## config.mk

```make
export PLATFORM = sky130hd
export DESIGN_NAME = hazard_unit_top
export DESIGN_NICKNAME = d
export VERILOG_FILES = /design/src/rtl/hazard_pkg.sv /design/src/rtl/inst_decode.sv /design/src/rtl/operand_hazard.sv /design/src/rtl/inflight_track.sv /design/src/rtl/issue_control.sv /design/src/rtl/hazard_unit_top.sv
export VERILOG_INCLUDE_DIRS = /design/src /design/src/rtl
export SDC_FILE = /design/constraint.sdc
export NUM_CORES = 1
export LEC_CHECK = 0
export BUFFER_PORTS_ARGS = -buffer_cell sky130_fd_sc_hd__buf_2
export CAP_MARGIN = 10
export CORE_ASPECT_RATIO = 1.75
export CORE_MARGIN = 5
export CORE_UTILIZATION = 41
export DETAILED_ROUTE_END_ITERATION = 12
export PLACE_DENSITY = 0.74
export RECOVER_POWER = 50
export SYNTH_ARGS = -nofsm -noshare
export SYNTH_HDL_FRONTEND = slang
export SYNTH_SLANG_ARGS = --single-unit
```

## constraint.sdc

```tcl
create_clock -name clk -period 2.4 [get_ports clk]
set_input_delay 0.12 -clock clk [delete_from_list [all_inputs] [get_ports clk]]
set_output_delay 0.12 -clock clk [all_outputs]
set_load 0.02 [all_outputs]
```

## src/rtl/hazard_consts.svh

```systemverilog
`ifndef HAZARD_CONSTS_SVH
`define HAZARD_CONSTS_SVH

// register file index width, x0..x31
`define HZ_REG_AW 5

`define HZ_INST_W 32

// RV base opcodes, inst[6:0]
`define HZ_OP_LOAD   7'b0000011
`define HZ_OP_STORE  7'b0100011
`define HZ_OP_BRANCH 7'b1100011
`define HZ_OP_ALU    7'b0110011
`define HZ_OP_ALUI   7'b0010011
`define HZ_OP_LUI    7'b0110111
`define HZ_OP_JAL    7'b1101111

`endif

```

## src/rtl/hazard_pkg.sv

```systemverilog
`include "hazard_consts.svh"

package hazard_pkg;

    typedef enum logic [2:0] {
        CLS_ALU,    // reg-reg
        CLS_ALUI,   // reg-imm
        CLS_LOAD,
        CLS_STORE,
        CLS_BRANCH,
        CLS_NOSRC   // lui, jal, unknown
    } inst_class_e;

    // where an operand value comes from
    typedef enum logic [1:0] {
        FWD_NONE,   // register file
        FWD_EX,
        FWD_MEM,
        FWD_WB
    } fwd_src_e;

    typedef struct packed {
        logic [`HZ_REG_AW-1:0] rs1;
        logic [`HZ_REG_AW-1:0] rs2;
        logic [`HZ_REG_AW-1:0] rd;
        logic                  use_rs1;
        logic                  use_rs2;
        logic                  rd_write;
        inst_class_e           cls;
    } dec_inst_t;

    typedef struct packed {
        logic                  valid;
        logic [`HZ_REG_AW-1:0] rd;
        logic                  is_load;
    } stage_slot_t;

    typedef struct packed {
        fwd_src_e              fwd1;
        fwd_src_e              fwd2;
        logic [`HZ_REG_AW-1:0] rd;
        logic                  rd_write;
        logic                  stalled;
    } hazard_res_t;

endpackage

```

## src/rtl/inst_decode.sv

```systemverilog
`include "hazard_consts.svh"
`timescale 1ns/10ps

module inst_decode (
    input  logic [`HZ_INST_W-1:0] inst,
    output hazard_pkg::dec_inst_t dec
);

    logic [6:0] opcode;
    logic       has_rd;

    assign opcode = inst[6:0];

    always_comb begin
        dec.rs1 = inst[19:15];
        dec.rs2 = inst[24:20];
        dec.rd  = inst[11:7];
        dec.use_rs1 = 1'b0;
        dec.use_rs2 = 1'b0;
        has_rd = 1'b0;
        dec.cls = hazard_pkg::CLS_NOSRC;
        case (opcode)
            `HZ_OP_ALU: begin
                dec.cls = hazard_pkg::CLS_ALU;
                dec.use_rs1 = 1'b1;
                dec.use_rs2 = 1'b1;
                has_rd = 1'b1;
            end
            `HZ_OP_ALUI: begin
                dec.cls = hazard_pkg::CLS_ALUI;
                dec.use_rs1 = 1'b1;
                has_rd = 1'b1;
            end
            `HZ_OP_LOAD: begin
                dec.cls = hazard_pkg::CLS_LOAD;
                dec.use_rs1 = 1'b1; // base address
                has_rd = 1'b1;
            end
            `HZ_OP_STORE: begin
                dec.cls = hazard_pkg::CLS_STORE;
                dec.use_rs1 = 1'b1;
                dec.use_rs2 = 1'b1; // store data
            end
            `HZ_OP_BRANCH: begin
                dec.cls = hazard_pkg::CLS_BRANCH;
                dec.use_rs1 = 1'b1;
                dec.use_rs2 = 1'b1;
            end
            `HZ_OP_LUI, `HZ_OP_JAL: begin
                has_rd = 1'b1; // no sources, still writes rd
            end
            default: begin
                has_rd = 1'b0; // unknown opcode acts as a nop
            end
        endcase
        dec.rd_write = has_rd && (inst[11:7] != '0); // x0 writes are dropped
    end

endmodule

```

## src/rtl/operand_hazard.sv

```systemverilog
`include "hazard_consts.svh"
`timescale 1ns/10ps

module operand_hazard (
    input  logic [`HZ_REG_AW-1:0]   src,
    input  logic                    src_used,
    input  hazard_pkg::stage_slot_t ex_slot,
    input  hazard_pkg::stage_slot_t mem_slot,
    input  hazard_pkg::stage_slot_t wb_slot,
    output hazard_pkg::fwd_src_e    fwd,
    output logic                    load_use
);

    logic live;
    logic ex_hit;
    logic mem_hit;
    logic wb_hit;

    // x0 is hardwired, never forwarded
    assign live = src_used && (src != '0);

    assign ex_hit  = live && ex_slot.valid  && (ex_slot.rd  == src);
    assign mem_hit = live && mem_slot.valid && (mem_slot.rd == src);
    assign wb_hit  = live && wb_slot.valid  && (wb_slot.rd  == src);

    // youngest producer wins
    always_comb begin
        if (ex_hit) begin
            fwd = hazard_pkg::FWD_EX;
        end else if (mem_hit) begin
            fwd = hazard_pkg::FWD_MEM;
        end else if (wb_hit) begin
            fwd = hazard_pkg::FWD_WB;
        end else begin
            fwd = hazard_pkg::FWD_NONE;
        end
    end

    // load data is not ready until MEM
    assign load_use = ex_hit && ex_slot.is_load;

endmodule

```

## src/rtl/inflight_track.sv

```systemverilog
`include "hazard_consts.svh"
`timescale 1ns/10ps

module inflight_track (
    input  logic                    clk,
    input  logic                    rst,
    input  logic                    push_valid,
    input  logic [`HZ_REG_AW-1:0]   push_rd,
    input  logic                    push_load,
    output hazard_pkg::stage_slot_t ex_slot,
    output hazard_pkg::stage_slot_t mem_slot,
    output hazard_pkg::stage_slot_t wb_slot
);

    hazard_pkg::stage_slot_t ex_q;
    hazard_pkg::stage_slot_t mem_q;
    hazard_pkg::stage_slot_t wb_q;

    // valid bits, bubble when nothing pushed
    always_ff @(posedge clk) begin
        if (rst) begin
            ex_q.valid  <= 1'b0;
            mem_q.valid <= 1'b0;
            wb_q.valid  <= 1'b0;
        end else begin
            ex_q.valid  <= push_valid;
            mem_q.valid <= ex_q.valid;
            wb_q.valid  <= mem_q.valid;
        end
    end

    // payload follows the valid bits down the pipe
    always_ff @(posedge clk) begin
        ex_q.rd      <= push_rd;
        ex_q.is_load <= push_load;
        mem_q.rd      <= ex_q.rd;
        mem_q.is_load <= ex_q.is_load;
        wb_q.rd      <= mem_q.rd;
        wb_q.is_load <= mem_q.is_load;
    end

    assign ex_slot  = ex_q;
    assign mem_slot = mem_q;
    assign wb_slot  = wb_q;

endmodule

```

## src/rtl/issue_control.sv

```systemverilog
`include "hazard_consts.svh"
`timescale 1ns/10ps

module issue_control (
    input  logic                      clk,
    input  logic                      rst,
    input  logic                      iss_valid,
    input  logic [`HZ_INST_W-1:0]     iss_inst,
    input  hazard_pkg::fwd_src_e      fwd [2],
    input  logic [1:0]                load_use,
    input  hazard_pkg::dec_inst_t     dec,
    output logic [`HZ_INST_W-1:0]     cur_inst,
    output logic                      busy,
    output logic                      push_valid,
    output logic                      res_valid,
    output hazard_pkg::hazard_res_t   res
);

    logic [`HZ_INST_W-1:0] held_inst;
    logic                  cur_valid;
    logic                  stall;
    logic                  accept;

    // held instruction has priority, source is quiet while busy
    assign cur_inst  = busy ? held_inst : iss_inst;
    assign cur_valid = busy | iss_valid;

    assign stall  = cur_valid & (|load_use);
    assign accept = cur_valid & ~stall;

    // only writers become producers
    assign push_valid = accept & dec.rd_write;

    always_ff @(posedge clk) begin
        if (rst) begin
            busy      <= 1'b0;
            res_valid <= 1'b0;
        end else begin
            busy      <= stall;
            res_valid <= accept;
        end
    end

    always_ff @(posedge clk) begin
        if (stall) begin
            held_inst <= cur_inst;
        end
    end

    // result payload, qualified by res_valid
    always_ff @(posedge clk) begin
        if (accept) begin
            res.fwd1     <= fwd[0];
            res.fwd2     <= fwd[1];
            res.rd       <= dec.rd;
            res.rd_write <= dec.rd_write;
            res.stalled  <= busy; // second pass of a held inst
        end
    end

endmodule

```

## src/rtl/hazard_unit_top.sv

```systemverilog
`include "hazard_consts.svh"
`timescale 1ns/10ps

module hazard_unit_top (
    input  logic                    clk,
    input  logic                    rst,
    input  logic                    iss_valid,
    input  logic [`HZ_INST_W-1:0]   iss_inst,
    output logic                    busy,
    output logic                    res_valid,
    output hazard_pkg::hazard_res_t res
);

    logic [`HZ_INST_W-1:0]   cur_inst;
    hazard_pkg::dec_inst_t   dec;
    hazard_pkg::stage_slot_t ex_slot;
    hazard_pkg::stage_slot_t mem_slot;
    hazard_pkg::stage_slot_t wb_slot;
    hazard_pkg::fwd_src_e    fwd [2];
    logic [1:0]              load_use;
    logic                    push_valid;
    logic [`HZ_REG_AW-1:0]   src [2];
    logic [1:0]              src_used;

    inst_decode inst_decode_inst (
        .inst (cur_inst),
        .dec  (dec)
    );

    assign src[0]      = dec.rs1;
    assign src[1]      = dec.rs2;
    assign src_used[0] = dec.use_rs1;
    assign src_used[1] = dec.use_rs2;

    // one checker per source operand
    for (genvar i = 0; i < 2; i++) begin : operand_chk
        operand_hazard operand_hazard_inst (
            .src      (src[i]),
            .src_used (src_used[i]),
            .ex_slot  (ex_slot),
            .mem_slot (mem_slot),
            .wb_slot  (wb_slot),
            .fwd      (fwd[i]),
            .load_use (load_use[i])
        );
    end

    inflight_track inflight_track_inst (
        .clk        (clk),
        .rst        (rst),
        .push_valid (push_valid),
        .push_rd    (dec.rd),
        .push_load  (dec.cls == hazard_pkg::CLS_LOAD),
        .ex_slot    (ex_slot),
        .mem_slot   (mem_slot),
        .wb_slot    (wb_slot)
    );

    issue_control issue_control_inst (
        .clk        (clk),
        .rst        (rst),
        .iss_valid  (iss_valid),
        .iss_inst   (iss_inst),
        .fwd        (fwd),
        .load_use   (load_use),
        .dec        (dec),
        .cur_inst   (cur_inst),
        .busy       (busy),
        .push_valid (push_valid),
        .res_valid  (res_valid),
        .res        (res)
    );

endmodule

```

Word-level counts from Yosys, hierarchy flattened
Index checks and enable logic that the tools add are counted.
{"block": "word_totals", "register_bits": 57, "input_bits": 35, "out_inout_bits": 13, "word_cells": 70}
{"block": "op_classes", "n_eq_ne": 14, "muxes": 9, "bitwise_logic": 6, "reduce_logical": 25}
{"operator": "== test 5 bit", "count": 6}
{"operator": "two-way mux 25 bit", "count": 1}
{"operator": "== test 7 x 6 -> 1 bit (second input constant)", "count": 3}
{"operator": "logical AND 1 bit", "count": 17}
{"operator": "one-hot mux 3 bit (5 select lines)", "count": 1}
{"operator": "nonzero test 5 bit", "count": 3}
{"operator": "== test 7 bit (second input constant)", "count": 2}
{"operator": "OR reduction 5 bit", "count": 2}
{"operator": "two-way mux 2 bit", "count": 4}
{"operator": "== test 7 x 2 -> 1 bit (second input constant)", "count": 1}
{"operator": "== test 7 x 5 -> 1 bit (second input constant)", "count": 1}
{"operator": "bitwise AND 1 bit", "count": 3}
{"operator": "== test 3 x 2 -> 1 bit (second input constant)", "count": 1}
{"operator": "two-way mux 1 bit", "count": 3}
{"operator": "OR reduction 3 bit", "count": 1}
{"operator": "inverter 1 bit", "count": 2}
{"operator": "AND reduction 2 bit", "count": 1}
{"operator": "OR reduction 2 bit", "count": 1}
{"operator": "OR 1 bit", "count": 1}

Logic depth before layout (Yosys ltp)
{"block": "depth", "word_depth": 13, "ltp_mapped": 9, "depth_no_buf": 7}

Cells and area by module
From an unflattened synthesis, not the netlist that was laid out.
{"block": "unflattened", "cells_unflattened": 203, "area_unflattened_um2": 3052.9}
{"module": "issue_control", "n_inst": 1, "cells_per_inst": 88, "area_each_um2": 1914.3, "seq_area_each_um2": 1331.3}
{"module": "operand_hazard", "n_inst": 2, "cells_per_inst": 29, "area_each_um2": 225.2, "seq_area_each_um2": 0.0}
{"module": "inflight_track", "n_inst": 1, "cells_per_inst": 24, "area_each_um2": 439.2, "seq_area_each_um2": 420.4}
{"module": "inst_decode", "n_inst": 1, "cells_per_inst": 32, "area_each_um2": 236.5, "seq_area_each_um2": 0.0}
{"module": "hazard_unit_top", "n_inst": 1, "cells_per_inst": 1, "area_each_um2": 12.5, "seq_area_each_um2": 0.0}

Worst setup path after synthesis
No wires, ideal clock.
{"block": "synth_timing", "kind": "register -> register", "from": "register issue_control_inst.busy", "to": "register issue_control_inst.held_inst[0], enable pin", "setup_ns": 0.380, "arrival_time_ns": 2.373, "required_ns": 2.020, "setup_slack_ns": -0.353, "stages_incl_launch_ff": 8, "n_path_buf": 1, "synth_period_minus_slack_ns": 2.753, "path_cell_list": "dfxtp_1 buf_6 mux2_4 nand2b_4 a221oi_2 nand4_1 o31ai_4 o21a_1"}
{"block": "synth_between", "elab_chain_cells": 10, "word_cells_on_any_way": 25, "cone_classes": "eq/ne (7); mux (3); bitwise (2); reduce/logical (13)"}
{"element": "from (decl)", "line": "issue_control.sv:13", "source": "output logic busy,"}
{"element": "from (signal assigned)", "line": "issue_control.sv:39", "source": "busy <= stall;"}
{"element": "two-way mux 25 bit (*)", "line": "issue_control.sv:25", "source": "assign cur_inst = busy ? held_inst : iss_inst;"}
{"element": "named net cur_inst[4]", "line": "hazard_unit_top.sv:14", "source": "logic [`HZ_INST_W-1:0] cur_inst;"}
{"element": "== test 7 x 6 -> 1 bit (tied with other cells)", "line": "inst_decode.sv:22", "source": "case (opcode)"}
{"element": "OR reduction 5 bit (no source line) / OR reduction 3 bit (equally long branches)"}
{"element": "two-way mux 1 bit", "line": "inst_decode.sv:22"}
{"element": "logical AND 1 bit", "line": "operand_hazard.sv:20", "source": "assign live = src_used && (src != '0);"}
{"element": "logical AND 1 bit (2 in series)", "line": "operand_hazard.sv:22", "source": "assign ex_hit = live && ex_slot.valid && (ex_slot.rd == src);"}
{"element": "logical AND 1 bit", "line": "operand_hazard.sv:40", "source": "assign load_use = ex_hit && ex_slot.is_load;"}
{"element": "OR reduction 2 bit (*)", "line": "issue_control.sv:28", "source": "assign stall = cur_valid & (|load_use);"}
{"element": "bitwise AND 1 bit (*)", "line": "issue_control.sv:28"}
{"element": "named net issue_control_inst.stall", "line": "issue_control.sv:21", "source": "logic stall;"}
{"element": "to (signal assigned)", "line": "issue_control.sv:46", "source": "held_inst <= cur_inst;"}
{"element": "to (decl)", "line": "issue_control.sv:19", "source": "logic [`HZ_INST_W-1:0] held_inst;"}
The timed path passes the listed nets; every way through them passes the cells marked *.
A chain may end at the register's enable or synchronous reset.

Worst setup path after layout
{"block": "layout_timing", "from": "register issue_control_inst.busy", "to": "register issue_control_inst.held_inst[5], enable pin"}
{"block": "layout_between", "word_cells_on_any_way": 25, "cone_classes": "eq/ne (7); mux (3); bitwise (2); reduce/logical (13)"}
{"element": "two-way mux 25 bit (*)", "line": "issue_control.sv:25"}
{"element": "named net cur_inst[23]", "line": "hazard_unit_top.sv:14"}
{"element": "nonzero test 5 bit", "line": "operand_hazard.sv:20"}
{"element": "logical AND 1 bit", "line": "operand_hazard.sv:20"}
{"element": "logical AND 1 bit", "line": "operand_hazard.sv:22"}
{"element": "logical AND 1 bit (*)", "line": "operand_hazard.sv:22"}
{"element": "logical AND 1 bit (*)", "line": "operand_hazard.sv:40"}
{"element": "OR reduction 2 bit (*)", "line": "issue_control.sv:28"}
{"element": "bitwise AND 1 bit (*)", "line": "issue_control.sv:28"}
{"element": "named net issue_control_inst.stall", "line": "issue_control.sv:21"}
Marked as above.

==> flow_summary.ini <==
[global_route]
grt_use_met1_pct = 14.4
met2_routing_resource_usage_after_global_routing_pct = 32.1
antenna_found_initial = 0
global_route.peak_usage_layer = met2
gr-total-overflow = 0
via_count_of_the_first_global_routing_pass = 1821
grt_start_max_net_pins = 18
met3_usage_pct = 2.30
global_route_usage_over_all_layers_pct = 16.1
grt_pass1_wl_um = 8880

[timing]
postLayoutSetupSlackWorst_ps = 78.9
fin_crit_ps = 2320
final.period_utilization_pct = 96.7
hold_slack_ps = 83.3
max-slew-margin-rel_pct = 61.0
hold_violation_total_from_the_final_report = 0
setup_violations = 0
post_route_skew_ps = 9.48
timing.setup.tns_ps = 0
clock.fmax_ghz = 0.431
slew_at_the_pin_with_the_worst_max_slew_slack_ps = 584
slew_viol_final = 0

[logic_synthesis]
synth_seq_cells = 54
synth.area.top_cells = sky130_fd_sc_hd__edfxtp_1 (40%), sky130_fd_sc_hd__dfxtp_1 (17%), sky130_fd_sc_hd__xnor2_1 (7.8%)
synthesis.instances = 173
synth_edf_count = 33
dominant_cell_type_by_area_after_synthesis = sky130_fd_sc_hd__edfxtp_1
syn-num-nets = 208
post_synthesis_sequential_area_ratio_pct = 57.5
syn_area_per_cell_um2 = 14.2
yosysWarningCount = 0
share_of_synthesized_flip_flops_with_an_asynchronous_set_or_reset_pct = 0
synth-main-ff-cell = sky130_fd_sc_hd__edfxtp_1
synth.top_cell.area_share_pct = 40.3
synthesis.area_um2 = 2460
post_synth_num_cell_types = 39

[routing]
drc = 0
routed_wire_length_per_instance_um = 17.1
detail_route.first_pass.iterations = 4
routed-via-count = 1600
via_per_inst = 4.82
finalWirelength_um = 5680
drt_first_iter_violations = 43
antenna_left = 0

[cells_and_area]
instances_no_fill = 332
layout_commonest_cell = sky130_fd_sc_hd__buf_4
antennaDiodeCount = 0
layout.cells.most_common_list = sky130_fd_sc_hd__buf_4 (35), sky130_fd_sc_hd__buf_2 (33), sky130_fd_sc_hd__edfxtp_1 (33)
fraction_of_final_layout_cells_with_drive_strength_greater_than_1_pct = 45.7
final_core_density_pct = 54.0
stdcell_area_um2 = 3180
syn_to_final_growth_pct = 29.3
n_fill_cell = 527
register_area_um2 = 1420
nNetsFinal = 288
multiInputGateArea_um2 = 1010

[floorplanning]
pin_count = 48
start_util_pct = 41.8
dieWidth_um = 68.5
die_h_um = 112
floorplan.core_area_um2 = 5880
floorplan.die_area_um2 = 7700
row_cnt = 37

[worst_setup_path]
crit_chain = buf_4 -> mux2i_4 -> inv_1 -> xnor2_1 -> nand3_2 -> o31ai_4 -> o21a_4 -> buf_12
crit_end = issue_control_inst.held_inst[5]
max_stage_delay_ps = 460
ff2ff_setup_slack_ps = 80
critical_path_class = reg2reg
crit_arrival_ps = 2350
cp-start-kind = flop
reg2reg_from = issue_control_inst.busy
critical_path.slowest_cell = sky130_fd_sc_hd__dfxtp_4
cp_data_required_time_ps = 2430
critical_path.reg2reg.endpoint = issue_control_inst.held_inst[5]
worst_setup_path_end_kind = flop
worstRegToRegCells = 8
largest_fanout_on_the_critical_path = 13
timing.critical_path.from = issue_control_inst.busy

[power_and_ir_drop]
p_per_area_nw_per_um2 = 572
peakVddDrop_mv = 0.396
leakagePower_nw = 1.22
p_total_mw = 1.82

[clock_tree]
clock_sinks = 54
tritoncts.num_buffers = 5
cts_htree_levels = 2
clk_pin_slew_ps = 100
clk-insertion-delay-late_ps = 310
clockRootBuffer = sky130_fd_sc_hd__clkbuf_8
clock_tree.buffer_depth = 2
cts_tree = built

[placed_design]
placedInstanceArea_um2 = 3000
place_congestion = 0.811
io_buffers = 37
detailed_place_hpwl_um = 4390
detailedPlace.worstSlack_ps = -177
placed_cells_incl_taps = 320

[outcome]
run_status = completed

[min_path]
hold_depth = 2
worst_hold_path_type = in2reg

[job]
number_of_max_capacitance_violations_reported = 0
-- Yosys cell counts (2+ instances only) --
cell type / number
sky130_fd_sc_hd__nand3_1: 5
sky130_fd_sc_hd__dfxtp_1: 21
sky130_fd_sc_hd__inv_1: 11
sky130_fd_sc_hd__mux2i_2: 2
sky130_fd_sc_hd__nand2_1: 4
sky130_fd_sc_hd__nor3_1: 3
sky130_fd_sc_hd__xor2_1: 8
sky130_fd_sc_hd__a221oi_2: 2
sky130_fd_sc_hd__nor4_1: 4
sky130_fd_sc_hd__edfxtp_1: 33
sky130_fd_sc_hd__nor2_1: 7
sky130_fd_sc_hd__nand4_1: 5
sky130_fd_sc_hd__nand2b_1: 2
sky130_fd_sc_hd__nor2b_1: 2
sky130_fd_sc_hd__mux2i_1: 5
sky130_fd_sc_hd__xnor2_1: 22
sky130_fd_sc_hd__mux2i_4: 5
sky130_fd_sc_hd__and2_1: 2
sky130_fd_sc_hd__mux2_2: 10
-- final cells by class --
cell class | count | share of cell area [%]
tap | 78 | 3.07
clock inverter | 2 | 0.394
timing repair buffer | 76 | 15.9
sequential | 54 | 44.5
clock buffer | 6 | 2.95
multi-input combinational | 105 | 31.9
inverter | 11 | 1.30
-- layer usage --
metal  vias to the layer above  routed length (µm)
li1                        781                   -
met1                       787                1910
met2                        23                3480
met3                         9                 150
met4                         0                 134
met5                         -                   0
-- worst min-delay path by stage --
stage	startpoint	endpoint	slack, ps
final	iss_inst[9]	inflight_track_inst.ex_slot[3]	80
after global routing	iss_inst[9]	inflight_track_inst.ex_slot[3]	90
after CTS	iss_inst[9]	inflight_track_inst.ex_slot[3]	80
after detailed placement	rst	inflight_track_inst.mem_slot[6]	340
after global placement	rst	inflight_track_inst.mem_slot[6]	340
after floorplan	rst	inflight_track_inst.mem_slot[6]	190
-- report_power, final --
part	leakage (nW)	switching (mW)	internal, mW
registers	0.485	0.0175	1.01
logic	0.677	0.113	0.106
clock network	0.0572	0.306	0.271
total	1.22	0.436	1.38
-- critical path, delay by kind of cell, from the launching register on --
family / cells / cell delay [ps]
and+or+nand+nor: 1 / 140
muxes: 1 / 220
DFF: 1 / 460
buffers and inverters: 3 / 420
xor gates and xnor gates: 1 / 250
AOI/OAI and AO/OA: 2 / 530
-- kinds of logic (layout without fill, tap and decap cells) --
| kind of cell | Yosys count | after routing | synth area share (%) |
|---|---|---|---|
| DFF | 54 | 54 | 57.5 |
| and+or+nand+nor | 41 | 41 | 10.5 |
| xor gates and xnor gates | 30 | 30 | 10.7 |
| muxes | 23 | 23 | 12.9 |
| buffers and inverters | 14 | 95 | 3.16 |
| AOI/OAI and AO/OA | 11 | 11 | 5.20 |
-- state kept, by name, indices dropped and copies added, names as in the netlist --
name and cells:
inflight_track_inst.mem_slot 6, issue_control_inst.res_valid 1, issue_control_inst.held_inst 22, issue_control_inst.busy 1, inflight_track_inst.wb_slot 6, issue_control_inst.res 11
inflight_track_inst.ex_slot 7
-- repair_timing --
action,CTS,global route
gates resized for setup,1,6
endpoints found under the hold margin,2,0
endpoints found under the setup margin,35,35
gates cloned,0,0
hold buffers,1,0
setup buffers,2,1
pin swaps,0,1
(Power assumes the default switching activity.)
